<file path="config.mk">
export PLATFORM = sky130hd
export DESIGN_NAME = rv_fetch
export DESIGN_NICKNAME = d
export VERILOG_FILES = /design/src/common/rv_isa_pkg.sv /design/src/common/rv_pipe_pkg.sv /design/src/hdl/rv_fetch.sv
export VERILOG_INCLUDE_DIRS = /design/src /design/src/common
export SDC_FILE = /design/constraint.sdc
export NUM_CORES = 1
export LEC_CHECK = 0
export BUFFER_PORTS_ARGS = -buffer_cell sky130_fd_sc_hd__buf_2
export CAP_MARGIN = 20
export CORE_UTILIZATION = 50
export DETAILED_ROUTE_END_ITERATION = 12
export GPL_TIMING_DRIVEN = 0
export PLACE_DENSITY = 0.82
export SETUP_SLACK_MARGIN = 0.1
export SLEW_MARGIN = 10
export SYNTH_ARGS = -nofsm -noshare
export SYNTH_HDL_FRONTEND = slang
export SYNTH_SLANG_ARGS = --single-unit
</file>
<file path="constraint.sdc">
create_clock -name clk_i -period 5.9 [get_ports clk_i]
set_clock_uncertainty 0.15 [all_clocks]
set_input_delay 0.59 -clock clk_i [delete_from_list [all_inputs] [get_ports clk_i]]
set_output_delay 0.59 -clock clk_i [all_outputs]
set_load 0.05 [all_outputs]
</file>
<file path="src/common/rvcore_defs.svh">
// RV64 core parameters
`ifndef RVCORE_DEFS_SVH
`define RVCORE_DEFS_SVH

// data path and address width
`define RV_XLEN 64

// instruction word width
`define RV_ILEN 32

// register file geometry
`define RV_REG_AW 5
`define RV_REG_COUNT 32

// first fetch address out of reset
`define RV_RESET_PC 64'h0

`endif
</file>
<file path="src/common/rv_isa_pkg.sv">
// RV64I subset types
`include "rvcore_defs.svh"

package rv_isa_pkg;

    typedef logic [`RV_XLEN-1:0]   xlen_t;    // register and data value
    typedef logic [`RV_XLEN-1:0]   addr_t;    // byte address
    typedef logic [`RV_ILEN-1:0]   inst_t;    // raw instruction word
    typedef logic [`RV_REG_AW-1:0] reg_idx_t; // x0..x31

    // ALU function picked by the decoder
    typedef enum logic [2:0] {
        ADD,
        SUB,
        AND,
        OR,
        XOR,
        PASS_B   // lui, operand b straight through
    } alu_op_e;

    // what the later stages have to do with an instruction
    typedef enum logic [2:0] {
        ALU,
        LOAD,
        STORE,
        BRANCH_EQ,
        BRANCH_NE,
        JUMP,
        EBREAK,
        ILLEGAL
    } inst_class_e;

endpackage

</file>
<file path="src/common/rv_pipe_pkg.sv">
// pipeline and bus records
`include "rvcore_defs.svh"

package rv_pipe_pkg;

    import rv_isa_pkg::*;

    typedef struct packed {
        logic  valid;
        addr_t pc;
        inst_t inst;
    } fetch_reg_t;

    typedef struct packed {
        logic        valid;
        addr_t       pc;
        inst_class_e iclass;
        alu_op_e     alu_op;
        xlen_t       rs1_val;
        xlen_t       rs2_val;
        xlen_t       imm;
        logic        use_imm; // operand b from imm instead of rs2
        reg_idx_t    rd;
        logic        rd_we;
    } decode_reg_t;

    typedef struct packed {
        logic        valid;
        addr_t       pc;
        inst_class_e iclass;
        xlen_t       result;     // alu value, link value or bus address
        xlen_t       store_data;
        reg_idx_t    rd;
        logic        rd_we;
        addr_t       next_pc;
    } exec_reg_t;

    typedef struct packed {
        addr_t    pc;
        reg_idx_t rd;
        xlen_t    value;
        logic     we;
        logic     illegal;
    } retire_t;

    // wishbone classic, master to slave
    typedef struct packed {
        logic                   cyc;
        logic                   stb;
        logic                   we;
        addr_t                  adr;
        xlen_t                  dat;
        logic [`RV_XLEN/8-1:0]  sel;
    } wb_m2s_t;

    typedef struct packed {
        xlen_t dat;
        logic  ack;
    } wb_s2m_t;

endpackage

</file>
<file path="src/hdl/rv_fetch.sv">
// instruction fetch stage
`include "rvcore_defs.svh"

module rv_fetch (
    input  logic                    clk_i,
    input  logic                    reset_i,
    input  logic                    retire_valid_i,
    input  logic                    halt_i,
    input  rv_isa_pkg::addr_t       next_pc_i,
    output rv_isa_pkg::addr_t       imem_addr_o,
    input  rv_isa_pkg::inst_t       imem_data_i,
    output rv_pipe_pkg::fetch_reg_t fetch_o
);
    import rv_isa_pkg::*;

    addr_t pc_q;
    logic  issue_ok_q; // set out of reset, cleared by the first capture
    logic  resume;
    logic  issue;

    assign resume      = retire_valid_i && !halt_i; // previous instruction done
    assign issue       = issue_ok_q || resume;
    assign imem_addr_o = resume ? next_pc_i : pc_q; // redirect lands this cycle

    always_ff @(posedge clk_i) begin
        if (reset_i) begin
            pc_q          <= `RV_RESET_PC;
            issue_ok_q    <= 1'b1;
            fetch_o.valid <= 1'b0;
        end else begin
            fetch_o.valid <= issue;
            if (resume) begin
                pc_q <= next_pc_i;
            end
            if (issue) begin
                issue_ok_q <= 1'b0; // wait for retire before the next one
            end
        end
        if (issue) begin
            fetch_o.pc   <= imem_addr_o;
            fetch_o.inst <= imem_data_i;
        end
    end

endmodule

</file>
# After elaboration in Yosys (flattened, before gate mapping)
# Cells that the tools add are included.
# Widths: inputs -> output; s select.
dict set report totals {
  inputBits 100
  ff_bits 162
  output_inout_bits 161
}
dict set report classes {
  muxes 1
  n_reduce_logical 3
}
# op n
set ops {}
lappend ops {{$mux 64} 1}
lappend ops {{$logic_and 1x1->1} 1}
lappend ops {{$logic_not 1->1} 1}
lappend ops {{$logic_or 1x1->1} 1}

# Depth between registers and ports, before layout
dict set report logic_depth {
  word_depth 3
  depth_mapped 4
  ltp_nobuf 2
}

# Worst setup path before layout
# No wires, ideal clock.
dict set report synth_timing {
  path_type {input-to-reg}
  start {in halt_i}
  end {reg fetch_o[0] (netlist name) (enable)}
  arrival_ns 3.027
  required_ns 5.292
  setup_time_ns 0.458
  path_stages 4
  setup_slack_ns 2.264
  cell_sequence {nand2b_4 > buf_6 > buf_6 > nand2_1}
}
dict set report synth_between {
  elab_chain_cells 3
}
# item line_no
set synth_rtl {}
lappend synth_rtl {{from (decl)} rv_fetch.sv:8} ;# input logic halt_i,
lappend synth_rtl {{$logic_not 1->1} rv_fetch.sv:21} ;# assign resume = retire_valid_i && !halt_i;
lappend synth_rtl {{$logic_and 1x1->1} rv_fetch.sv:21}
lappend synth_rtl {{$logic_or 1x1->1} rv_fetch.sv:22} ;# assign issue = issue_ok_q || resume;
lappend synth_rtl {{net issue} rv_fetch.sv:19} ;# logic issue;
lappend synth_rtl {{to (decl)} rv_fetch.sv:12} ;# output rv_pipe_pkg::fetch_reg_t fetch_o
# The timed path passes the listed nets, and every way through them passes these cells.
# A chain may end at the register's enable or synchronous reset.

# Final worst setup path
dict set report layout_timing {
  start {in halt_i}
  end {out imem_addr_o[52]}
}
dict set report layout_between {
  elab_chain_cells 3
}
# item line_no
set layout_rtl {}
lappend layout_rtl {{$logic_not 1->1} rv_fetch.sv:21}
lappend layout_rtl {{$logic_and 1x1->1} rv_fetch.sv:21}
lappend layout_rtl {{$mux 64} -}
lappend layout_rtl {{to (decl)} rv_fetch.sv:10} ;# output rv_isa_pkg::addr_t imem_addr_o,
# No other way between the ends.

==> run metrics <==
outcome=finished clean; Hold Fails Final Rpt=0; clock latency on the worst-skew pair=0.42 ns; grt ovf=0; slowest stage delay, CP=0.38 ns; CTS tree=yes; Resize count post-CTS=0; initial core utilization=51.8%; cts hold-fix bufs=0; share of layout cells above drive strength 1=41.0%; worst vdd ir=0.144 mV; Chip Width=117 µm; WP data required=5.16 ns; first-pass GRT wire length=24,800 µm; Final Util=68.3%; area delta synth->final=31.8%; Top delay family on crit path=buffers and inverters; I/O pin count=261; Reg clk slew, reported paths=0.06 ns; Max Cap Violations=0; crit end category=output port; wire length per cell=17.8 µm; # clock sinks=162; Mapped Cells=466; Pre-Repair DR Iteration Count=5; slowest cell on the critical path=mux2_1; crit path DAT=1.80 ns; switching share of power=30.3%; final setup violation count=0; Max Freq=394 MHz; core box area=12,800 µm²; Layout fillers=922; Comb power frac=20.2%; RSZ-0062 raised after global routing=false; syn nets=566; commonest non-fill, non-tap cells in the layout=buf_2 (274), edfxtp_1 (96), dfxtp_1 (66); Area after DPL=8170 µm²; Post-CTS Repair Setup Buffers=0; Worst Setup Start Kind=primary input; Final GP Congestion=0.747; fin crit share=43.0%; commonest non-fill, non-tap cell in the layout=buf_2; synthesized area=6620 µm²; post-synthesis sequential area ratio=63.5%; synth warn=0; vias in the first global route=4,923; standard-cell rows=41; fin cells=931; WP buf/inv=4; CTS buffer count=17; fin crit period=2.54 ns; I/O Buffers=259; crit-path max FO=10; internal power=2.05 mW; Post-Place Cells=898; Clock Power Share=35.3%; die height=117 µm; Finished Cell Area=8720 µm²; drt total wl=16,600 µm; Power Density=337 nW/µm²; Seq pwr share=44.5%; initial antenna violation count=1; Routed Antenna Nets=0; HP Class=primary input to flop; vias=4,879; die area=13,700 µm²; Leak Pwr=3.78 nW; H-tree levels=4; synthesized area per cell=14.2 µm²; TNS Setup=0 ns; worst-case clock buffer depth=2; Distinct cells, synth=16; vias per std cell=5.24; Root Buffer=clkbuf_16; largest net degree at the start of global routing=64; ordered list of cells on the worst path=buf_2, nand2b_4, buf_6, buf_6, mux2_1, buf_2; Worst R2R Setup Slack=4.28 ns; hpwl dp=12,000 µm; sw power=0.893 mW; Layout Nets=845; worst-margin pin slew=0.497 ns; All-Layer GR Usage=24.0%; number of DRC markers in iteration 0=353; Seq cells post-synth=162; relative slew slack=66.9%; Worst Setup Path Type=primary input to output port; Residual DRC=0; max-slew violation count=0
## worst paths after layout
path,to,from,cells past startpoint
max,imem_addr_o[52],halt_i,6
min,fetch_o[30],imem_data_i[30],1
max reg2reg,fetch_o[60],issue_ok_q,3
min reg2reg,pc_q[3],pc_q[3],2
## cell type report
type	instances	area [µm²]	share of cell area, %
Tap cell	172	215	2.47
Clock buffer	21	440	5.05
Inverter	1	3.75	0.0430
Timing Repair Buffer	260	1320	15.2
Buffer	43	221	2.54
Multi-Input combinational cell	260	2200	25.2
Sequential cell	162	4200	48.2
Clock inverter	11	114	1.31
Antenna cell	1	2.50	0.0287
## state kept, by name, indices dropped and copies added (netlist names)
| name | cells |
|---|---|
| fetch_o | 97 |
| pc_q | 64 |
| issue_ok_q | 1 |
## kinds of logic (layout without fill, tap and decap cells)
kind of cell / Yosys count / in the layout / share of synthesized area (%)
simple gates: 131 / 131 / 17.3
compound gates: 65 / 65 / 4.91
buf+inv: 44 / 336 / 3.40
flops: 162 / 162 / 63.5
mux: 64 / 64 / 10.9
other cells: 0 / 1 / 0
## worst register-to-register path: cells and delay by family, from the launching register on
family,cells,cell delay [ns]
flip-flops,1,0.31
AND/OR/NAND/NOR,1,0.38
buffers and inverters,2,0.42
## power by group through the flow
| stage | logic, mW | registers, mW | clock network (mW) |
|---|---|---|---|
| 2_1_floorplan | 0.239 | 1.53 | 0 |
| 3_3_place_gp | 0.583 | 1.33 | 0 |
| 3_5_place_dp | 0.595 | 1.33 | 0 |
| 4_1_cts | 0.596 | 1.31 | 1.05 |
| 5_1_grt | 0.624 | 1.32 | 1.09 |
| 6_report | 0.594 | 1.31 | 1.04 |
## cells in the mapped netlist
cell        n  share of area (%)
nand2b_4    1               0.21
edfxtp_1   96                 44
buf_2      15                1.1
nand2b_1   64                6.0
a21oi_1     1              0.076
dfxtp_1    66                 20
nand2_1     1              0.057
clkbuf_2    3               0.23
nor2b_1     1              0.095
buf_6       5               0.85
o21ai_1    60                4.5
nand4bb_1  64                 11
clkbuf_1   20                1.1
o21ai_0     4               0.30
inv_1       1              0.057
mux2_1     64                 11
## routing by layer
layer	vias up	global-route usage, %	routed length (µm)
li1	2301	-	-
met5	-	0	0
met2	198	43.9	8430
met4	0	9.11	295
met3	22	6.13	1030
met1	2358	27.0	6820
## metrics by stage
| stage | hold WS, ns | setup WS [ns] | power, mW |
|---|---|---|---|
| 6_report | 0.196 | 3.36 | 2.94 |
| 5_1_grt | 0.178 | 3.30 | 3.04 |
| 4_1_cts | 0.181 | 3.36 | 2.96 |
| 3_5_place_dp | 0.303 | 3.36 | 1.93 |
| 3_3_place_gp | 0.299 | 1.32 | 1.92 |
| 2_1_floorplan | 0.281 | 2.26 | 1.77 |
No activity file was read; power rests on OpenSTA's default activity.
