File: src/common/rvcore_defs.svh
// RV64 core parameters
`ifndef RVCORE_DEFS_SVH
`define RVCORE_DEFS_SVH

// data path and address width
`define RV_XLEN 64

// instruction word width
`define RV_ILEN 32

// register file geometry
`define RV_REG_AW 5
`define RV_REG_COUNT 32

// first fetch address out of reset
`define RV_RESET_PC 64'h0

`endif
File: src/common/rv_isa_pkg.sv
// RV64I subset types
`include "rvcore_defs.svh"

package rv_isa_pkg;

    typedef logic [`RV_XLEN-1:0]   xlen_t;    // register and data value
    typedef logic [`RV_XLEN-1:0]   addr_t;    // byte address
    typedef logic [`RV_ILEN-1:0]   inst_t;    // raw instruction word
    typedef logic [`RV_REG_AW-1:0] reg_idx_t; // x0..x31

    // ALU function picked by the decoder
    typedef enum logic [2:0] {
        ADD,
        SUB,
        AND,
        OR,
        XOR,
        PASS_B   // lui, operand b straight through
    } alu_op_e;

    // what the later stages have to do with an instruction
    typedef enum logic [2:0] {
        ALU,
        LOAD,
        STORE,
        BRANCH_EQ,
        BRANCH_NE,
        JUMP,
        EBREAK,
        ILLEGAL
    } inst_class_e;

endpackage

File: src/common/rv_pipe_pkg.sv
// pipeline and bus records
`include "rvcore_defs.svh"

package rv_pipe_pkg;

    import rv_isa_pkg::*;

    typedef struct packed {
        logic  valid;
        addr_t pc;
        inst_t inst;
    } fetch_reg_t;

    typedef struct packed {
        logic        valid;
        addr_t       pc;
        inst_class_e iclass;
        alu_op_e     alu_op;
        xlen_t       rs1_val;
        xlen_t       rs2_val;
        xlen_t       imm;
        logic        use_imm; // operand b from imm instead of rs2
        reg_idx_t    rd;
        logic        rd_we;
    } decode_reg_t;

    typedef struct packed {
        logic        valid;
        addr_t       pc;
        inst_class_e iclass;
        xlen_t       result;     // alu value, link value or bus address
        xlen_t       store_data;
        reg_idx_t    rd;
        logic        rd_we;
        addr_t       next_pc;
    } exec_reg_t;

    typedef struct packed {
        addr_t    pc;
        reg_idx_t rd;
        xlen_t    value;
        logic     we;
        logic     illegal;
    } retire_t;

    // wishbone classic, master to slave
    typedef struct packed {
        logic                   cyc;
        logic                   stb;
        logic                   we;
        addr_t                  adr;
        xlen_t                  dat;
        logic [`RV_XLEN/8-1:0]  sel;
    } wb_m2s_t;

    typedef struct packed {
        xlen_t dat;
        logic  ack;
    } wb_s2m_t;

endpackage

File: src/hdl/rv_lsu.sv
// memory access and retire stage
module rv_lsu (
    input  logic                   clk_i,
    input  logic                   reset_i,
    input  rv_pipe_pkg::exec_reg_t exec_i,
    output rv_pipe_pkg::wb_m2s_t   wb_o,
    input  rv_pipe_pkg::wb_s2m_t   wb_i,
    output logic                   retire_valid_o,
    output rv_pipe_pkg::retire_t   retire_o,
    output logic                   halt_o,
    output logic                   illegal_o
);
    import rv_isa_pkg::*;
    import rv_pipe_pkg::*;

    typedef enum logic {
        IDLE,
        BUS
    } lsu_state_e;

    lsu_state_e state_q;
    logic       is_mem;
    logic       start;
    logic       done;
    retire_t    retire_d;

    assign is_mem = (exec_i.iclass == LOAD) || (exec_i.iclass == STORE);
    assign start  = (state_q == IDLE) && exec_i.valid && is_mem;
    assign done   = ((state_q == IDLE) && exec_i.valid && !is_mem)
                 || ((state_q == BUS) && wb_i.ack);

    // exec register holds its payload while the bus is busy
    always_comb begin
        retire_d.pc      = exec_i.pc;
        retire_d.rd      = exec_i.rd;
        retire_d.value   = (exec_i.iclass == LOAD) ? wb_i.dat : exec_i.result;
        retire_d.we      = exec_i.rd_we;
        retire_d.illegal = (exec_i.iclass == ILLEGAL);
    end

    always_ff @(posedge clk_i) begin
        if (reset_i) begin
            state_q        <= IDLE;
            wb_o.cyc       <= 1'b0;
            wb_o.stb       <= 1'b0;
            retire_valid_o <= 1'b0;
            halt_o         <= 1'b0;
            illegal_o      <= 1'b0;
        end else begin
            retire_valid_o <= done;
            illegal_o      <= done && retire_d.illegal;
            if (done && (exec_i.iclass == EBREAK)) begin
                halt_o <= 1'b1; // sticky until reset
            end
            if (start) begin
                state_q  <= BUS;
                wb_o.cyc <= 1'b1;
                wb_o.stb <= 1'b1;
            end else if ((state_q == BUS) && wb_i.ack) begin
                state_q  <= IDLE;
                wb_o.cyc <= 1'b0; // drop right after ack
                wb_o.stb <= 1'b0;
            end
        end
        if (start) begin
            wb_o.we  <= (exec_i.iclass == STORE);
            wb_o.adr <= exec_i.result;
            wb_o.dat <= exec_i.store_data;
            wb_o.sel <= '1; // full doubleword only
        end
        if (done) begin
            retire_o <= retire_d;
        end
    end

endmodule

File: config.mk
export PLATFORM = sky130hd
export DESIGN_NAME = rv_lsu
export DESIGN_NICKNAME = d
export VERILOG_FILES = /design/src/common/rv_isa_pkg.sv /design/src/common/rv_pipe_pkg.sv /design/src/hdl/rv_lsu.sv
export VERILOG_INCLUDE_DIRS = /design/src /design/src/common
export SDC_FILE = /design/constraint.sdc
export NUM_CORES = 1
export LEC_CHECK = 0
export BUFFER_PORTS_ARGS = -buffer_cell sky130_fd_sc_hd__clkbuf_2
export CAP_MARGIN = 20
export CORE_AREA = 3 3 235 237
export DETAILED_ROUTE_END_ITERATION = 6
export DIE_AREA = 0 0 238 240
export SLEW_MARGIN = 25
export SYNTH_ARGS = -nofsm -noshare
export SYNTH_HDL_FRONTEND = slang
export SYNTH_SLANG_ARGS = --single-unit
File: constraint.sdc
create_clock -name clk_i -period 33.8 [get_ports clk_i]
set_input_delay 6.76 -clock clk_i [delete_from_list [all_inputs] [get_ports clk_i]]
set_output_delay 6.76 -clock clk_i [all_outputs]
set_load 0.1 [all_outputs]
# Word-level counts from Yosys, hierarchy flattened
# Cells that the tools add are included.
# Widths: inputs -> output; s select.
[totals] ff_bits=270 word_cells=34
[op_classes] n_eq_ne=4 n_reduce_logical=10 mux=5 bitwise=1
[op_table] operator="$mux 64" count=1
[op_table] operator="$eq 3x3->1 const B" count=2
[op_table] operator="$logic_and 1x1->1" count=6
[op_table] operator="$mux 2" count=2
[op_table] operator="$eq 3x1->1 const B" count=1
[op_table] operator="$eq 3x2->1 const B" count=1
[op_table] operator="$logic_or 1x1->1" count=2
[op_table] operator="$mux 1" count=2
[op_table] operator="$reduce_bool 2->1" count=1
[op_table] operator="$logic_not 1->1" count=1
[op_table] operator="$not 1->1" count=1

# Logic depth before layout (Yosys ltp)
[logic_depth] ltp_word=6 ltp_mapped=4

# Worst setup path before layout
# OpenSTA, ideal clock, no wires.
[synth_path] path_kind="input port to flip-flop" from="input exec_i[199] in the netlist's numbering" to="register wb_o[100] in the netlist's numbering, enable pin" n_path_buf=0 t_required_ns=32.822 slack_ns=12.802 stages=2 arrival_ns=20.020 setup_time_ns=0.978 path_cell_list="xnor2_1 -> nor4b_1"
[synth_between] elab_chain_cells=3
[synth_lines] item="from (decl)" line_no="rv_lsu.sv:5" text="input rv_pipe_pkg::exec_reg_t exec_i,"
[synth_lines] item="$eq 3x1->1 or $eq 3x2->1 (tied branches)" line_no="rv_lsu.sv:27" text="assign is_mem = (exec_i.iclass == LOAD) || (exec_i.iclass == STORE);"
[synth_lines] item="$logic_or 1x1->1 (*)" line_no="rv_lsu.sv:27"
[synth_lines] item="$logic_and 1x1->1 (*)" line_no="rv_lsu.sv:28" text="assign start = (state_q == IDLE) && exec_i.valid && is_mem;"
[synth_lines] item="named net start" line_no="rv_lsu.sv:23" text="logic start;"
[synth_lines] item="to (decl)" line_no="rv_lsu.sv:6" text="output rv_pipe_pkg::wb_m2s_t wb_o,"
# The timed path passes the listed nets; every way through them passes the cells marked *.
# A chain may end at the register's enable or synchronous reset.

# Worst setup path in the final report
[layout_path] from="input exec_i[199] in the netlist's numbering" to="register wb_o[16] in the netlist's numbering, enable pin"
# Same word-level chain as after synthesis.

==> results.cfg <==
[sta]
final_period_minus_worst_setup_slack_ps = 8900
timing.final.crit_share = 0.263
holdWs_ps = 472
fmax_mhz = 112
final_clock_skew_ps = 25.3
timing.setup.tns_ps = 0
rsz_0062_raised_after_global_routing = false
setup-violations-final = 0
tightestPinTransition_ps = 991
finalHoldViolations = 0
slew_viol_final = 0
relSlewSlack = 0.340

[floorplanning]
fp-row-count = 85
pin_count = 610
die-area_um2 = 57100
die-width_um = 238
core_um2 = 53500
die_y_um = 240
floorplan.initialDensity = 0.174

[critical_path]
crit_required_ps = 33990
critical-path-slowest-cell = buf_4
critical_path.endpoint_type = flop
largest_fanout_of_any_net_on_the_critical_path = 75
critPathMostFrequentCell = buf_4
criticalPathCategory = in2reg
worst_path_dominant_cell_family = buffers and inverters
timing.rr.start = wb_o[138]
timing.reg2reg.setup_slack_ps = 30970
endpoint = wb_o[16]
worstPathArrival_ps = 9090
cp_num_cells = 5
worstPathBufferInverterCount = 3
worst_setup_path_startpoint = exec_i[199]
path_cells = clkbuf_2 -> xnor2_1 -> nor4b_2 -> buf_4 -> buf_4
worstReg2RegEnd = wb_o[16]
startpoint_type = input port
cell_depth_of_the_worst_flop_to_flop_path = 3
critical-path-max-stage-delay_ps = 870

[synthesis]
syn-mean-instance-area_um2 = 25.3
post-synth-top-count-cell = edfxtp_1
netlist_area_um2 = 9290
ys.warnings.count = 0
post_synth_and_or_nand_nor_area_fraction = 0.00687
synth.cells.most_frequent = edfxtp_1 (264), mux2_4 (60), buf_4 (10)
synth_top_area_cell = edfxtp_1
synthFlopType = edfxtp_1
synth-xor-area-share = 0.00188
synthAdderAreaFrac = 0
syn_inst = 367
synth_async_sr_flop_share = 0
largest_family_of_logic_cells_by_synthesized_area = multiplexers
synth_seq_cells = 268
synthTopCellsByArea = edfxtp_1 (85%), mux2_4 (9.7%), buf_12 (1.3%)
synth_compound_area_frac = 0.00377
synth_top_cell_area_share = 0.853
ys_types = 23
number_of_enable_flip_flop_cells_after_synthesis = 264
ys_seq_area_frac = 0.862
synth.area.mux_share = 0.103

[clock_network]
tritoncts.num_buffers = 31
cts-root-to-sink-buffers = 3
cts_tree = built
ctsRootBufferMaster = clkbuf_16
clock_sink_count = 268
post_cts_hold_buffer_count = 0
insertion_delay_ps = 570
cts-resized-gates = 0
cts_htree_levels = 1
post-cts-setup-buffers = 0
clkSlewWorstSetupHoldPaths_ps = 60

[global_route]
antenna_found_initial = 2
aggregate_global_routing_overflow = 0
grt_pass1_wl_um = 38900
track_usage = 0.0911
vias_in_the_first_global_route = 6052
maximum_number_of_pins_on_one_net_before_global_route_repair = 78

[route]
drt_iter0_markers = 248
avgViaCountPerCell = 3.48
via_count = 5765
drtAntennaViolNets = 0
drt_pre_antenna_iters = 4
wl_per_cell_um = 17.2
finalWirelength_um = 28500
route.detailed.drc = 0

[status]
status = complete, no violations

[worst_hold_path]
holdCritStartpoint = halt_o
worstHoldPathType = reg2reg

[pwr]
power.leakage_nw = 5.79
power.density_cell_area_nw_per_um2 = 67.5
power.ir.vdd_worst_mv = 0.0340

[placed_design]
io_buffers = 537
routabilityCongestion = 0.716
detailed_place_hpwl_um = 21700

[finish]
nNetsFinal = 1266
fraction_of_layout_instances_using_a_drive_strength_above_1 = 0.691
syn_to_final_growth_pct = 48.5

[flow_run]
maxCapViolations = 0
==> per-layer routing <==
metal  part of all wire  up-vias  global-route usage
met3              0.072       38              0.0232
met5            0.00042        -                   0
met2               0.51      263               0.160
li1                   -     2596                   -
met4              0.025        2              0.0324
met1               0.39     2866               0.109
==> power by group <==
| group | internal (W) | leakage, nW | switching (W) |
|---|---|---|---|
| Clock | 0.000207 | 0.510 | 0.000138 |
| Combinational | 0.0000305 | 2.77 | 0.000161 |
| Sequential | 0.000389 | 2.51 | 0.00000559 |
==> worst reg2reg max path, cell delays in order, from the launching register on <==
cell and delay (ps):
dfxtp_1 390, nor4b_2 290, buf_4 710, buf_4 970
==> cells by family (layout without fill, tap and decap cells) <==
| group | count (synthesis) | in the layout |
|---|---|---|
| AO/OA/AOI/OAI | 5 | 5 |
| XOR/XNOR | 2 | 2 |
| buffers and inverters | 18 | 602 |
| flip-flops | 268 | 268 |
| multiplexers | 65 | 65 |
| other | 1 | 9 |
| AND/OR/NAND/NOR | 8 | 8 |
==> placed cells by master (no fill, tap or decap), drive strengths merged, types with 2 or more instances in the layout <==
master    synthesis  final
inv               1      5
bufinv            0      5
clkbuf            0    571
conb              1      8
a21oi             2      2
clkinv            0     12
buf              17      6
clkinvlp          0      3
mux2             64     64
nor3b             3      3
dfxtp             4      4
edfxtp          264    264
==> cell type report <==
| cell class | count | area (um^2) |
|---|---|---|
| fill | 5566 | 39700 |
| sequential | 268 | 8010 |
| timing repair buffer | 543 | 2740 |
| multi-input combinational | 88 | 1130 |
| tap | 696 | 871 |
| clock buffer | 34 | 787 |
| clock inverter | 24 | 269 |
| inverter | 1 | 3.75 |
| antenna | 1 | 2.50 |
==> metrics by stage <==
stage / util / power, W / instances / setup WS [ps] / instance area (um^2)
3_3_place_gp: 0.238 / 0.000594 / 1596 / 24370 / 12700
2_1_floorplan: - / 0.000559 / 374 / 12800 / 9320
5_1_grt: 0.258 / 0.000966 / 1654 / 24770 / 13800
6_report: 0.258 / 0.000931 / 1655 / 24900 / 13800
3_5_place_dp: 0.238 / 0.000596 / 1596 / 24290 / 12700
4_1_cts: 0.258 / 0.000948 / 1654 / 24930 / 13800
==> worst min-delay path by stage <==
stage | to | depth (start not counted) | slack, ps
2_1_floorplan | wb_o[138] | 2 | 520
6_report | halt_o | 2 | 470
3_5_place_dp | halt_o | 2 | 450
3_3_place_gp | halt_o | 2 | 450
4_1_cts | halt_o | 2 | 470
5_1_grt | halt_o | 2 | 520
==> sequential cells by signal, summed over array words and instances (netlist names) <==
register,count
halt_o,1
retire_valid_o,1
illegal_o,1
wb_o,130
retire_o,135
Note: power is estimated with default switching activity, not from simulation.
