===== config.mk =====
export PLATFORM = sky130hd
export DESIGN_NAME = rv_decoder
export DESIGN_NICKNAME = d
export VERILOG_FILES = /design/src/common/rv_isa_pkg.sv /design/src/common/rv_pipe_pkg.sv /design/src/decode/rv_decoder.sv
export VERILOG_INCLUDE_DIRS = /design/src /design/src/common
export SDC_FILE = /design/constraint.sdc
export NUM_CORES = 1
export LEC_CHECK = 0
export ABC_CLOCK_PERIOD_IN_PS = 1600
export BUFFER_PORTS_ARGS = -buffer_cell sky130_fd_sc_hd__buf_2
export CAP_MARGIN = 5
export CORE_AREA = 2 2 195 197
export CTS_CLUSTER_DIAMETER = 50
export CTS_CLUSTER_SIZE = 12
export DETAILED_ROUTE_END_ITERATION = 8
export DIE_AREA = 0 0 197 199
export PLACE_DENSITY = 0.44
export SYNTH_ARGS = -nofsm -noshare
export SYNTH_HDL_FRONTEND = slang
export SYNTH_SLANG_ARGS = --single-unit

===== constraint.sdc =====
create_clock -name clk_i -period 1.6 [get_ports clk_i]
set_clock_uncertainty 0.2 [all_clocks]
set_input_delay 0.08 -clock clk_i [delete_from_list [all_inputs] [get_ports clk_i]]
set_output_delay 0.08 -clock clk_i [all_outputs]
set_load 0.03 [all_outputs]

===== src/common/rvcore_defs.svh =====
// RV64 core parameters
`ifndef RVCORE_DEFS_SVH
`define RVCORE_DEFS_SVH

// data path and address width
`define RV_XLEN 64

// instruction word width
`define RV_ILEN 32

// register file geometry
`define RV_REG_AW 5
`define RV_REG_COUNT 32

// first fetch address out of reset
`define RV_RESET_PC 64'h0

`endif

===== src/common/rv_isa_pkg.sv =====
// RV64I subset types
`include "rvcore_defs.svh"

package rv_isa_pkg;

    typedef logic [`RV_XLEN-1:0]   xlen_t;    // register and data value
    typedef logic [`RV_XLEN-1:0]   addr_t;    // byte address
    typedef logic [`RV_ILEN-1:0]   inst_t;    // raw instruction word
    typedef logic [`RV_REG_AW-1:0] reg_idx_t; // x0..x31

    // ALU function picked by the decoder
    typedef enum logic [2:0] {
        ADD,
        SUB,
        AND,
        OR,
        XOR,
        PASS_B   // lui, operand b straight through
    } alu_op_e;

    // what the later stages have to do with an instruction
    typedef enum logic [2:0] {
        ALU,
        LOAD,
        STORE,
        BRANCH_EQ,
        BRANCH_NE,
        JUMP,
        EBREAK,
        ILLEGAL
    } inst_class_e;

endpackage


===== src/common/rv_pipe_pkg.sv =====
// pipeline and bus records
`include "rvcore_defs.svh"

package rv_pipe_pkg;

    import rv_isa_pkg::*;

    typedef struct packed {
        logic  valid;
        addr_t pc;
        inst_t inst;
    } fetch_reg_t;

    typedef struct packed {
        logic        valid;
        addr_t       pc;
        inst_class_e iclass;
        alu_op_e     alu_op;
        xlen_t       rs1_val;
        xlen_t       rs2_val;
        xlen_t       imm;
        logic        use_imm; // operand b from imm instead of rs2
        reg_idx_t    rd;
        logic        rd_we;
    } decode_reg_t;

    typedef struct packed {
        logic        valid;
        addr_t       pc;
        inst_class_e iclass;
        xlen_t       result;     // alu value, link value or bus address
        xlen_t       store_data;
        reg_idx_t    rd;
        logic        rd_we;
        addr_t       next_pc;
    } exec_reg_t;

    typedef struct packed {
        addr_t    pc;
        reg_idx_t rd;
        xlen_t    value;
        logic     we;
        logic     illegal;
    } retire_t;

    // wishbone classic, master to slave
    typedef struct packed {
        logic                   cyc;
        logic                   stb;
        logic                   we;
        addr_t                  adr;
        xlen_t                  dat;
        logic [`RV_XLEN/8-1:0]  sel;
    } wb_m2s_t;

    typedef struct packed {
        xlen_t dat;
        logic  ack;
    } wb_s2m_t;

endpackage


===== src/decode/rv_decoder.sv =====
// instruction decode stage
`include "rvcore_defs.svh"

module rv_decoder (
    input  logic                     clk_i,
    input  logic                     reset_i,
    input  rv_pipe_pkg::fetch_reg_t  fetch_i,
    output rv_isa_pkg::reg_idx_t     rs1_o,
    output rv_isa_pkg::reg_idx_t     rs2_o,
    input  rv_isa_pkg::xlen_t        rs1_data_i,
    input  rv_isa_pkg::xlen_t        rs2_data_i,
    output rv_pipe_pkg::decode_reg_t decode_o
);
    import rv_isa_pkg::*;

    inst_t       inst;
    logic [6:0]  opcode;
    logic [2:0]  funct3;
    logic [6:0]  funct7;
    xlen_t       imm_i;
    xlen_t       imm_s;
    xlen_t       imm_b;
    xlen_t       imm_u;
    xlen_t       imm_j;
    inst_class_e iclass;
    alu_op_e     alu_op;
    xlen_t       imm;
    logic        use_imm;
    logic        rd_we;
    logic        op_ok;

    assign inst   = fetch_i.inst;
    assign opcode = inst[6:0];
    assign funct3 = inst[14:12];
    assign funct7 = inst[31:25];
    assign rs1_o  = inst[19:15]; // regfile read is combinational
    assign rs2_o  = inst[24:20];

    assign imm_i = {{(`RV_XLEN-12){inst[31]}}, inst[31:20]};
    assign imm_s = {{(`RV_XLEN-12){inst[31]}}, inst[31:25], inst[11:7]};
    assign imm_b = {{(`RV_XLEN-13){inst[31]}}, inst[31], inst[7], inst[30:25], inst[11:8], 1'b0};
    assign imm_u = {{(`RV_XLEN-32){inst[31]}}, inst[31:12], 12'b0};
    assign imm_j = {{(`RV_XLEN-21){inst[31]}}, inst[31], inst[19:12], inst[20], inst[30:21], 1'b0};

    always_comb begin
        iclass  = ILLEGAL; // anything not matched below
        alu_op  = ADD;
        imm     = imm_i;
        use_imm = 1'b0;
        rd_we   = 1'b0;
        op_ok   = 1'b0;
        case (opcode)
            7'b0110011: begin // register-register
                op_ok = 1'b1;
                case ({funct7, funct3})
                    10'b0000000_000: alu_op = ADD;
                    10'b0100000_000: alu_op = SUB;
                    10'b0000000_111: alu_op = AND;
                    10'b0000000_110: alu_op = OR;
                    10'b0000000_100: alu_op = XOR;
                    default:         op_ok  = 1'b0;
                endcase
                if (op_ok) begin
                    iclass = ALU;
                    rd_we  = 1'b1;
                end
            end
            7'b0010011: begin // addi only
                use_imm = 1'b1;
                if (funct3 == 3'b000) begin
                    iclass = ALU;
                    rd_we  = 1'b1;
                end
            end
            7'b0110111: begin // lui
                iclass  = ALU;
                alu_op  = PASS_B;
                imm     = imm_u;
                use_imm = 1'b1;
                rd_we   = 1'b1;
            end
            7'b0000011: begin // ld
                use_imm = 1'b1;
                if (funct3 == 3'b011) begin
                    iclass = LOAD;
                    rd_we  = 1'b1;
                end
            end
            7'b0100011: begin // sd
                imm     = imm_s;
                use_imm = 1'b1;
                if (funct3 == 3'b011) begin
                    iclass = STORE;
                end
            end
            7'b1100011: begin
                imm = imm_b;
                if (funct3 == 3'b000) begin
                    iclass = BRANCH_EQ;
                end else if (funct3 == 3'b001) begin
                    iclass = BRANCH_NE;
                end
            end
            7'b1101111: begin // jal
                iclass = JUMP;
                imm    = imm_j;
                rd_we  = 1'b1;
            end
            7'b1110011: begin
                if (inst == 32'h0010_0073) begin
                    iclass = EBREAK;
                end
            end
            default: ;
        endcase
    end

    always_ff @(posedge clk_i) begin
        if (reset_i) begin
            decode_o.valid <= 1'b0;
        end else begin
            decode_o.valid <= fetch_i.valid;
        end
        if (fetch_i.valid) begin
            decode_o.pc      <= fetch_i.pc;
            decode_o.iclass  <= iclass;
            decode_o.alu_op  <= alu_op;
            decode_o.rs1_val <= rs1_data_i;
            decode_o.rs2_val <= rs2_data_i;
            decode_o.imm     <= imm;
            decode_o.use_imm <= use_imm;
            decode_o.rd      <= inst[11:7];
            decode_o.rd_we   <= rd_we;
        end
    end

endmodule


Word-level counts from Yosys, hierarchy flattened:

Index checks and enable logic that the tools add are counted.

* logic and storage cells: 48
* input port bits: 227
* register bits: 238
* output and inout port bits: 280

* reduce and logical (&&, ||, !) cells: 5
* multiplexer cells: 18
* equality and inequality tests: 15

Operators with widths (number)
* $pmux 31 s4: 1
* $eq 32x21->1 const B: 1
* $eq 10x3->1 const B: 3
* $pmux 3 s8: 1
* $eq 7x6->1 const B: 3
* $eq 7x7->1 const B: 3
* $mux 3: 5
* $pmux 3 s4: 1
* $eq 10x9->1 const B: 1
* $logic_not 10->1: 1
* $eq 7x2->1 const B: 1
* $eq 7x5->1 const B: 1
* $mux 1: 7
* $pmux 3 s2: 1
* $reduce_or 5->1: 1
* $pmux 1 s4: 1
* $reduce_or 4->1: 1
* $eq 3x1->1 const B: 1
* $eq 3x2->1 const B: 1
* $logic_not 3->1: 1
* $mux 2: 1
* $reduce_or 2->1: 1

Longest topological paths before layout:

* depth after elaboration: 6
* gate-level depth with buffers: 6
* mapped depth without buffers: 4

Worst setup path before layout:

OpenSTA, ideal clock, no wires.

* kind: register to output
* from: reg decode_o[38] (netlist name)
* to: out decode_o[39] (netlist name)
* path buffers: 1
* slack: 0.052 ns
* data required time: 1.320 ns
* arrival: 1.268 ns
* stages on the path, launching flop included: 2
* cells stage by stage: edfxtp_1 -> buf_4

RTL lines
* end, declared: RTL line rv_decoder.sv:12 `output rv_pipe_pkg::decode_reg_t decode_o`

No word-level cell between the ends.

Worst setup path in the final report:

* from: in fetch_i[3] (netlist name)
* to: reg decode_o[201] (netlist name), data pin

* cells in the longest elaborated chain, start to end: 2
* elaborated cells between the ends (all ways): 3
* those cells by class: 2 x eq/ne; 1 x mux

Ends and longest elaborated chain
* start, declared: RTL line rv_decoder.sv:7 `input rv_pipe_pkg::fetch_reg_t fetch_i,`
* $eq 7x6->1: RTL line rv_decoder.sv:52 `case (opcode)`
* $pmux 3 s2 *: RTL line rv_decoder.sv:52
* net alu_op[2]: RTL line rv_decoder.sv:26 `alu_op_e alu_op;`

The timed path passes the listed nets; every way through them passes the cells marked *.
A chain may end at the register's enable or synchronous reset.

==> flow_summary.yaml <==
run_status:
  outcome: "finished with violations"
  violations: "hold timing, setup timing"
finish:
  nets: 1386
  stdcell_count: 1656
  largest_register_ffs: 238
  top_regs: "decode_o: 238 flops"
  fin_area_sq_mm: 0.0149
  most-common-layout-cells: "472 x buf_2, 237 x edfxtp_1, 232 x dlygate4sd3_1"
  top_register: "decode_o"
  final.fill_count: 3529
  final_common_cell: "buf_2"
  drive_gt1_frac: 0.508
  syn_to_final_growth_pct: 79.9
synthesis:
  async_flop_share: 0
  ys_seq_area_frac: 0.864
  ys.flop_type: "edfxtp_1"
  yosysWarnings: 0
  netlist_area_sq_mm: 0.00826
  synth_area_leaders: "edfxtp_1 86%, buf_4 3.8%, a21o_1 1.8%, nand2_1 0.55%, nor2b_1 0.53%"
  yosysUniqueCellTypes: 44
  synth_top_area_frac: 0.862
  synth_nets: 632
  netlist_instances: 405
  yosys.area.top_type: "edfxtp_1"
  ys_seq_elements: 238
  synth_enable_flop_cells: 237
  syn-mean-instance-area_sq_um: 20.4
timing:
  max_slew_margin: 0.653
  fin_ws_ns: -0.00452
  hold_viol: 2
  tns_ns: -0.00645
  max_freq_ghz: 0.623
  whs_ns: -0.0109
  finalCritPeriodShare: 1.00
  timing.final.crit_period_ns: 1.60
  setup_violations: 5
  slew_violations: 0
  rsz0062_at_grt: "true"
  tightest_slew_ns: 0.520
pwr:
  p_sw_frac: 0.266
  powerDensity_mw_per_mm2: 1160
  power.leakage_nw: 6.34
  intPower_w: 0.0126
  power_frac_seq: 0.438
  clkPwrFrac: 0.391
  p_comb_frac: 0.171
  ir_worst_vdd_mv: 0.727
  power_w: 0.0172
  switching_power_w: 0.00458
placed_design:
  dpl-instance-area_sq_mm: 0.0114
  gp_congestion: 0.806
  port_buffers: 506
  dp_hpwl_microns: 20000
  dp.cells: 1369
drt:
  firstDrtPassIters: 4
  routed_wirelength_microns: 27600
  wire_per_inst_microns: 16.7
  num_vias: 6475
  drc: 0
  avgViaCountPerCell: 3.91
  antenna_left: 0
  drtIter0Drc: 205
min_path:
  hold_path.class: "input pin to flip-flop"
die:
  ios: 507
  die_h_microns: 199
  num_rows: 71
  start_util: 0.222
  die_w_microns: 197
  core_area_sq_mm: 0.0371
  dieArea_sq_mm: 0.0392
grt:
  grt_pass1_vias: 6676
  antenna_found_initial: 1
  grt_overflow_total: 0
  grt_max_degree: 58
  grt_pass1_wl_microns: 38700
  grt.total_usage: 0.129
setup_path:
  crit_fanout: 5
  critPathMaxStageDelay_ns: 0.64
  path_buf_inv: 2
  cp_cell_sequence: "buf_2 -> nand3b_4 -> dlygate4sd3_1 -> nor4_4 -> nand3_2 -> o41ai_1"
  worst_path_dominant_cell_family: "buffers and inverters"
  end_kind: "flip-flop"
  slowest_stage: "dlygate4sd3_1"
  crit_arrival_ns: 1.76
  worstSetupPathType: "input pin to flip-flop"
  cp.required_ns: 1.75
  critPathLaunchType: "input pin"
job:
  max_cap_viol_count: 0
clock_network:
  postCtsSetupRepairBufs: 0
  cts_inserted_buffers: 30
  clock-root-buffer: "clkbuf_16"
  cts_tree: "built"
  clock-sinks: 238
  clk_pin_slew_worst_paths_ns: 0.05
  htreeDepth: 1
  clockBufferDepth: 3
==> repair_timing <==
item / CTS / global route
hold buffers: 224 / 8
resized for setup: 35 / 12
setup endpoints to repair: 33 / 41
pin swaps: 0 / 1
hold endpoints to repair: 442 / 6
==> synth_stat cells, types with 2 or more instances <==
cell	n
nor2b_1	7
o211ai_1	2
a21oi_1	3
nand3b_1	5
nand3_1	5
o21ai_1	5
a21o_1	20
nor4_1	4
nor3_1	4
o32ai_1	2
edfxtp_1	237
a31oi_1	2
o21ai_0	4
nand2b_1	2
nand2_1	12
o31a_1	2
nand4_1	5
inv_1	5
nor4_2	2
nor2_1	4
and2_1	2
buf_2	8
buf_4	42
==> worst paths after layout <==
kind / from / to / slack, ns / depth (start not counted)
setup / recovery: fetch_i[3] / decode_o[201] / -0.005 / 6
hold / removal: fetch_i[0] / decode_o[204] / -0.01 / 5
==> metal layers <==
metal  GRT usage  part of all wire  vias to the layer above
met2       0.233              0.52                      280
met3      0.0375             0.081                       42
li1            -                 -                     3059
met1       0.147              0.38                     3094
met4      0.0415             0.022                        0
met5           0                 0                        -
==> kinds of logic after synthesis <==
kind of cell | count (synthesis) | synth area share
xor+xnor | 1 | 0.00106
simple gates | 63 | 0.0477
flops | 238 | 0.864
buf+inv | 57 | 0.0471
compound gates | 46 | 0.0400
==> power groups by stage <==
stage                     Combinational, W  Clock [W]  Sequential (W)
after floorplan                   0.000378          0         0.00869
after global placement             0.00243          0         0.00765
after detailed placement           0.00243          0         0.00766
after CTS                          0.00292    0.00693         0.00754
after global routing               0.00309    0.00716         0.00759
final                              0.00293    0.00672         0.00754
==> final cells by class <==
cell class                      count  area, sq um  share of cell area
Sequential cell                   238         7140               0.480
Timing Repair Buffer              774         5310               0.357
Clock buffer                       41          823              0.0554
Multi-Input combinational cell    110          803              0.0541
Tap cell                          474          593              0.0399
Clock inverter                     13          174              0.0117
Inverter                            5         18.8             0.00126
Antenna cell                        1         2.50            0.000168
==> through the flow <==
stage          hold slack, ns  worst slack [ns]  utilization
2_1_floorplan         -0.0484            0.0515            -
3_3_place_gp           0.0434            -0.135        0.306
3_5_place_dp           0.0428            -0.146        0.306
4_1_cts                -0.279           -0.0252        0.396
5_1_grt                0.0150           -0.0539        0.400
6_report              -0.0109          -0.00452        0.400
Note: power is estimated with default switching activity, not from simulation.
