File: config.mk
export PLATFORM = sky130hd
export DESIGN_NAME = rv_regfile
export DESIGN_NICKNAME = d
export VERILOG_FILES = /design/src/common/rv_isa_pkg.sv /design/src/common/rv_pipe_pkg.sv /design/src/decode/rv_regfile.sv
export VERILOG_INCLUDE_DIRS = /design/src /design/src/common
export SDC_FILE = /design/constraint.sdc
export NUM_CORES = 2
export LEC_CHECK = 0
export ABC_AREA = 1
export BUFFER_PORTS_ARGS = -buffer_cell sky130_fd_sc_hd__buf_2
export CAP_MARGIN = 20
export CORE_MARGIN = 4
export CORE_UTILIZATION = 30
export DETAILED_ROUTE_END_ITERATION = 12
export PLACE_DENSITY = 0.52
export SETUP_SLACK_MARGIN = 0.3
export SLEW_MARGIN = 20
export SYNTH_ARGS = -nofsm -noshare
export SYNTH_HDL_FRONTEND = slang
export SYNTH_SLANG_ARGS = --single-unit
File: constraint.sdc
create_clock -name clk_i -period 6.2 [get_ports clk_i]
set_clock_uncertainty 0.2 [all_clocks]
set_input_delay 0.31 -clock clk_i [delete_from_list [all_inputs] [get_ports clk_i]]
set_output_delay 0.31 -clock clk_i [all_outputs]
set_load 0.05 [all_outputs]
File: src/common/rvcore_defs.svh
// RV64 core parameters
`ifndef RVCORE_DEFS_SVH
`define RVCORE_DEFS_SVH

// data path and address width
`define RV_XLEN 64

// instruction word width
`define RV_ILEN 32

// register file geometry
`define RV_REG_AW 5
`define RV_REG_COUNT 32

// first fetch address out of reset
`define RV_RESET_PC 64'h0

`endif
File: src/common/rv_isa_pkg.sv
// RV64I subset types
`include "rvcore_defs.svh"

package rv_isa_pkg;

    typedef logic [`RV_XLEN-1:0]   xlen_t;    // register and data value
    typedef logic [`RV_XLEN-1:0]   addr_t;    // byte address
    typedef logic [`RV_ILEN-1:0]   inst_t;    // raw instruction word
    typedef logic [`RV_REG_AW-1:0] reg_idx_t; // x0..x31

    // ALU function picked by the decoder
    typedef enum logic [2:0] {
        ADD,
        SUB,
        AND,
        OR,
        XOR,
        PASS_B   // lui, operand b straight through
    } alu_op_e;

    // what the later stages have to do with an instruction
    typedef enum logic [2:0] {
        ALU,
        LOAD,
        STORE,
        BRANCH_EQ,
        BRANCH_NE,
        JUMP,
        EBREAK,
        ILLEGAL
    } inst_class_e;

endpackage

File: src/common/rv_pipe_pkg.sv
// pipeline and bus records
`include "rvcore_defs.svh"

package rv_pipe_pkg;

    import rv_isa_pkg::*;

    typedef struct packed {
        logic  valid;
        addr_t pc;
        inst_t inst;
    } fetch_reg_t;

    typedef struct packed {
        logic        valid;
        addr_t       pc;
        inst_class_e iclass;
        alu_op_e     alu_op;
        xlen_t       rs1_val;
        xlen_t       rs2_val;
        xlen_t       imm;
        logic        use_imm; // operand b from imm instead of rs2
        reg_idx_t    rd;
        logic        rd_we;
    } decode_reg_t;

    typedef struct packed {
        logic        valid;
        addr_t       pc;
        inst_class_e iclass;
        xlen_t       result;     // alu value, link value or bus address
        xlen_t       store_data;
        reg_idx_t    rd;
        logic        rd_we;
        addr_t       next_pc;
    } exec_reg_t;

    typedef struct packed {
        addr_t    pc;
        reg_idx_t rd;
        xlen_t    value;
        logic     we;
        logic     illegal;
    } retire_t;

    // wishbone classic, master to slave
    typedef struct packed {
        logic                   cyc;
        logic                   stb;
        logic                   we;
        addr_t                  adr;
        xlen_t                  dat;
        logic [`RV_XLEN/8-1:0]  sel;
    } wb_m2s_t;

    typedef struct packed {
        xlen_t dat;
        logic  ack;
    } wb_s2m_t;

endpackage

File: src/decode/rv_regfile.sv
// integer register file
`include "rvcore_defs.svh"

module rv_regfile (
    input  logic                 clk_i,
    input  logic                 reset_i,
    input  rv_isa_pkg::reg_idx_t rs1_i,
    input  rv_isa_pkg::reg_idx_t rs2_i,
    output rv_isa_pkg::xlen_t    rs1_data_o,
    output rv_isa_pkg::xlen_t    rs2_data_o,
    input  logic                 retire_valid_i,
    input  rv_pipe_pkg::retire_t retire_i
);
    import rv_isa_pkg::*;

    xlen_t regs_q [`RV_REG_COUNT];

    // x0 is never written, so it keeps its reset value of zero
    assign rs1_data_o = regs_q[rs1_i];
    assign rs2_data_o = regs_q[rs2_i];

    always_ff @(posedge clk_i) begin
        if (reset_i) begin
            for (int i = 0; i < `RV_REG_COUNT; i++) begin
                regs_q[i] <= '0;
            end
        end else if (retire_valid_i && retire_i.we && (retire_i.rd != '0)) begin
            regs_q[retire_i.rd] <= retire_i.value;
        end
    end

endmodule

Yosys cells after proc, flatten, opt, wreduce, memory -nomap -nowiden
Memories as Yosys holds them, arrays and structs flattened.
Cells that the tools add are included.
{"block": "word_totals", "ram_bits": 2048, "latch_bits": 0, "n_memories": 1, "regBits": 0, "romBits": 0}
{"name": "regs_q", "words": 32, "width": 64, "read_ports": 2, "rd_ports_with_merged_regs": 0, "write_ports": 32, "line": "rv_regfile.sv:16", "text": "xlen_t regs_q [`RV_REG_COUNT];"}
{"block": "op_classes", "reduce_logical": 4, "div_mod_pow": 0, "mul": 0, "n_bitwise": 0, "mux": 8, "eq_ne": 0, "magnitude_cmp": 0, "add_sub_neg": 0, "n_shift": 0}
{"operator": "2-to-1 mux 64 bit", "n": 1}
{"operator": "OR reduction 64 bit", "n": 1}
{"operator": "2-to-1 mux 1 bit", "n": 6}
{"operator": "2-to-1 mux 5 bit", "n": 1}
{"operator": "nonzero test 5 bit", "n": 1}
{"operator": "logical AND 1 bit", "n": 2}

Logic depth before layout (Yosys ltp)
{"block": "depth", "word_depth": 7, "depth_mapped": 12}

Worst setup path before layout
OpenSTA, ideal clock, no wires.
{"block": "synth_timing", "path_kind": "input to register", "startpoint": "input reset_i", "endpoint": "memory regs_q[11][0] (netlist bit) (enable)", "slack_ns": 2.934, "path_buffers": 2, "stages": 8, "setup_ns": 0.424, "arrival_ns": 2.642, "path_cell_list": "inv_2 nand3_2 a21o_1 nor2_4 nand2_1 buf_4 buf_4 nand2_1"}
{"item": "from (decl)", "line": "rv_regfile.sv:6", "text": "input logic reset_i,"}
{"item": "to (decl)", "line": "rv_regfile.sv:16"}

==> impl_metrics.xml <==
<?xml version="1.0" encoding="UTF-8"?>
<metrics>
  <group name="placed_design">
    <metric name="globalplace.congestion" unit="">0.817</metric>
    <metric name="dpl_hpwl" unit="µm">249000</metric>
    <metric name="numPortBuffers" unit="">210</metric>
    <metric name="detailedPlace.worstSlack" unit="ns">1.47</metric>
  </group>
  <group name="cts">
    <metric name="cts_root_buffer" unit="">sky130_fd_sc_hd__clkbuf_16</metric>
    <metric name="cts-resized-gates" unit="">0</metric>
    <metric name="tritoncts" unit="">built</metric>
    <metric name="cts_max_path_buffers" unit="">4</metric>
    <metric name="cts_max_level" unit="">4</metric>
    <metric name="clk_transition_reported_paths" unit="ns">0.06</metric>
    <metric name="cts.sink_count" unit="">2048</metric>
    <metric name="cts_inserted_buffers" unit="">229</metric>
  </group>
  <group name="final_layout">
    <metric name="syn2layout_area_growth" unit="%">11.1</metric>
    <metric name="finalNetCount" unit="">13400</metric>
    <metric name="area_of_the_multi_input_gates" unit="µm²">44300</metric>
    <metric name="final_layout_size_suffix_gt1_share" unit="%">6.48</metric>
    <metric name="top_register" unit="">regs_q</metric>
    <metric name="flip_flop_count_of_the_largest_register_after_layout" unit="">2048</metric>
    <metric name="reg.largest.list" unit="">regs_q x2048</metric>
    <metric name="layout.area.seq" unit="µm²">61500</metric>
    <metric name="final.fill_count" unit="">38004</metric>
  </group>
  <group name="worst_setup_path">
    <metric name="cp_slowest_stage_delay" unit="ns">0.98</metric>
    <metric name="cp_data_arrival_time" unit="ns">4.76</metric>
    <metric name="crit_chain" unit="">dlygate4sd3_1, buf_6, inv_2, nand3_2, nor4_4, nand2_4, nand2_4, buf_4</metric>
    <metric name="crit_end_category" unit="">flip-flop</metric>
    <metric name="timing.critical_path.fanout_max" unit="">35</metric>
    <metric name="path_buf_inv" unit="">4</metric>
    <metric name="crit_type" unit="">in -&gt; reg</metric>
    <metric name="critical_path.slowest_cell" unit="">sky130_fd_sc_hd__nand2_4</metric>
    <metric name="startpoint_type" unit="">input pin</metric>
    <metric name="cp_top_family" unit="">simple AND/OR/NAND/NOR gates</metric>
    <metric name="path_common_cell" unit="">sky130_fd_sc_hd__nand2_4</metric>
    <metric name="cp_data_required_time" unit="ns">6.52</metric>
  </group>
  <group name="floorplanning">
    <metric name="floorplan.io_pins" unit="">276</metric>
    <metric name="die-area" unit="µm²">381000</metric>
    <metric name="initial_core_util" unit="%">30.2</metric>
    <metric name="dieWidth" unit="µm">617</metric>
    <metric name="fp.dieH" unit="µm">617</metric>
    <metric name="core.rowCount" unit="">223</metric>
    <metric name="design.core.area" unit="µm²">369000</metric>
  </group>
  <group name="synth">
    <metric name="synth_top_area_share" unit="%">55.2</metric>
    <metric name="yosysMostFrequentCell" unit="">sky130_fd_sc_hd__nand2_1</metric>
    <metric name="synth-warning-count" unit="">0</metric>
    <metric name="synthesis.area_per_instance" unit="µm²">8.09</metric>
    <metric name="synth_top_flop_cell" unit="">sky130_fd_sc_hd__edfxtp_1</metric>
    <metric name="synth_enable_flop_cells" unit="">2048</metric>
    <metric name="synth_top_area_cell" unit="">sky130_fd_sc_hd__edfxtp_1</metric>
    <metric name="synth_seq_area_share" unit="%">55.2</metric>
    <metric name="post_synth_instance_area" unit="µm²">111000</metric>
    <metric name="post_synth_num_cell_types" unit="">20</metric>
    <metric name="ys_async_sr_fraction" unit="%">0</metric>
    <metric name="post_synth_inst_count" unit="">13769</metric>
    <metric name="post_synth_main_area_contributors" unit="">sky130_fd_sc_hd__edfxtp_1 (55%), sky130_fd_sc_hd__nand3_1 (16%), sky130_fd_sc_hd__nand2_1 (16%)</metric>
    <metric name="synth_commonest_cells" unit="">sky130_fd_sc_hd__nand2_1 (4738), sky130_fd_sc_hd__nand3_1 (3615), sky130_fd_sc_hd__edfxtp_1 (2048)</metric>
    <metric name="ys_ff_latch" unit="">2048</metric>
  </group>
  <group name="global_routing">
    <metric name="grt_max_degree" unit="">166</metric>
    <metric name="grt_pass1_wl" unit="µm">701000</metric>
    <metric name="grt_pass1_vias" unit="">95311</metric>
    <metric name="track_usage" unit="%">25.1</metric>
    <metric name="grt_antenna_before_repair" unit="">27</metric>
    <metric name="overflow" unit="">0</metric>
  </group>
  <group name="timing">
    <metric name="final_setup_vio_count" unit="">0</metric>
    <metric name="tightestPinTransition" unit="ns">1.32</metric>
    <metric name="max_freq" unit="MHz">225</metric>
    <metric name="layout_worst_path_cycle_share" unit="%">71.6</metric>
    <metric name="relSlewSlack" unit="%">11.7</metric>
    <metric name="minimum_setup_slack_in_the_final_design" unit="ns">1.76</metric>
    <metric name="slew_violations" unit="">0</metric>
    <metric name="timing.final.crit_period" unit="ns">4.44</metric>
    <metric name="setup_tns" unit="ns">0</metric>
    <metric name="hold_viol_final" unit="">0</metric>
    <metric name="unrepaired_setup_endpoints_after_global_routing" unit="">false</metric>
  </group>
  <group name="power_and_ir_drop">
    <metric name="p_leak" unit="nW">49.4</metric>
    <metric name="cellPowerDensity" unit="nW/µm²">281</metric>
    <metric name="ir_drop_worst_vdd" unit="µV">217</metric>
  </group>
  <group name="drt">
    <metric name="drt_pre_antenna_iters" unit="">6</metric>
    <metric name="post_drt_via_cell_ratio" unit="">5.54</metric>
    <metric name="drt.antenna.violating_nets" unit="">0</metric>
    <metric name="drt_first_iter_violations" unit="">14737</metric>
    <metric name="drc_errors" unit="">0</metric>
    <metric name="avgRoutedWirePerCell" unit="µm">27.2</metric>
    <metric name="dr_vias" unit="">101862</metric>
    <metric name="drt-total-wl" unit="µm">500000</metric>
  </group>
  <group name="min_path">
    <metric name="min_path_type" unit="">in -&gt; reg</metric>
  </group>
  <group name="run_status">
    <metric name="run_status" unit="">complete, no violations</metric>
  </group>
  <group name="job">
    <metric name="drv_cap" unit="">0</metric>
  </group>
</metrics>
==> per-layer routing <==
metal	wire (µm)	global-route usage (%)	vias to the layer above
met4	29000	12.8	14
met5	102	0	-
li1	-	-	44868
met3	51000	4.49	1391
met1	194000	32.4	49220
met2	225000	40.3	6369
==> layout make-up <==
class / count / area share [%]
clock inverter: 119 / 0.803
clock buffer: 287 / 4.85
antenna: 14 / 0.0283
multi-input combinational: 10416 / 35.8
tap: 4950 / 5.01
sequential: 2048 / 49.7
timing repair buffer: 478 / 3.49
inverter: 79 / 0.296
==> path summary, 6_finish.rpt <==
kind,start,endpoint,slack (ns),cells after the start
hold / removal,retire_i[5],regs_q[12][3]$_SDFFCE_PN0P_,0.01,3
setup / recovery,reset_i,regs_q[24][28]$_SDFFCE_PN0P_,1.76,8
==> power by group <==
part	internal (mW)	total (mW)	switching (mW)
logic	1.16	4.96	3.79
registers	16.0	16.3	0.373
clock network	7.45	13.4	5.94
==> per-stage QoR <==
step           hold WS (ns)  power [mW]  util [%]  instance area [µm²]  instances
2_1_floorplan         0.349        19.6         -               112000      13832
4_1_cts             0.00668        34.7      33.3               123000      18342
5_1_grt              0.0151        35.7      33.5               124000      18380
3_5_place_dp          0.545        21.5      31.4               116000      17923
3_3_place_gp          0.543        21.4      31.4               116000      17920
6_report            0.00993        34.7      33.5               124000      18391
==> kinds of logic (layout without fill, tap and decap cells) <==
logic type | after synthesis | count (layout) | synth area share (%)
simple gates | 10351 | 10351 | 39.1
flops | 2048 | 2048 | 55.2
buf+inv | 1368 | 963 | 5.64
other cells | 1 | 78 | 0.00337
compound gates | 1 | 1 | 0.00675
==> what timing repair did <==
action | 4_1_cts | 5_1_grt
hold buffers | 13 | 19
setup buffers | 0 | 0
hold endpoints to repair | 341 | 511
==> placed cells by master, fill, tap and decap left out <==
cell type and n:
sky130_fd_sc_hd__a21o_1 1, sky130_fd_sc_hd__buf_12 66, sky130_fd_sc_hd__buf_16 8, sky130_fd_sc_hd__buf_2 199
sky130_fd_sc_hd__buf_4 151, sky130_fd_sc_hd__buf_6 4, sky130_fd_sc_hd__buf_8 17, sky130_fd_sc_hd__bufinv_16 16
sky130_fd_sc_hd__clkbuf_1 56, sky130_fd_sc_hd__clkbuf_16 232, sky130_fd_sc_hd__clkinv_1 78, sky130_fd_sc_hd__clkinv_2 38
sky130_fd_sc_hd__clkinv_4 1, sky130_fd_sc_hd__clkinv_8 2, sky130_fd_sc_hd__clkinvlp_4 6, sky130_fd_sc_hd__conb_1 64
sky130_fd_sc_hd__diode_2 14, sky130_fd_sc_hd__dlygate4sd3_1 32, sky130_fd_sc_hd__edfxtp_1 2048, sky130_fd_sc_hd__inv_1 32
sky130_fd_sc_hd__inv_16 1, sky130_fd_sc_hd__inv_2 12, sky130_fd_sc_hd__inv_6 4, sky130_fd_sc_hd__inv_8 8
sky130_fd_sc_hd__nand2_1 4676, sky130_fd_sc_hd__nand2_4 62, sky130_fd_sc_hd__nand3_1 3615, sky130_fd_sc_hd__nand3_2 1
sky130_fd_sc_hd__nor2_1 1949, sky130_fd_sc_hd__nor2_2 36, sky130_fd_sc_hd__nor2_4 2, sky130_fd_sc_hd__nor3_1 6
sky130_fd_sc_hd__nor3_2 2, sky130_fd_sc_hd__nor3_4 1, sky130_fd_sc_hd__nor4_4 1
Note: power is estimated with default switching activity, not from simulation.
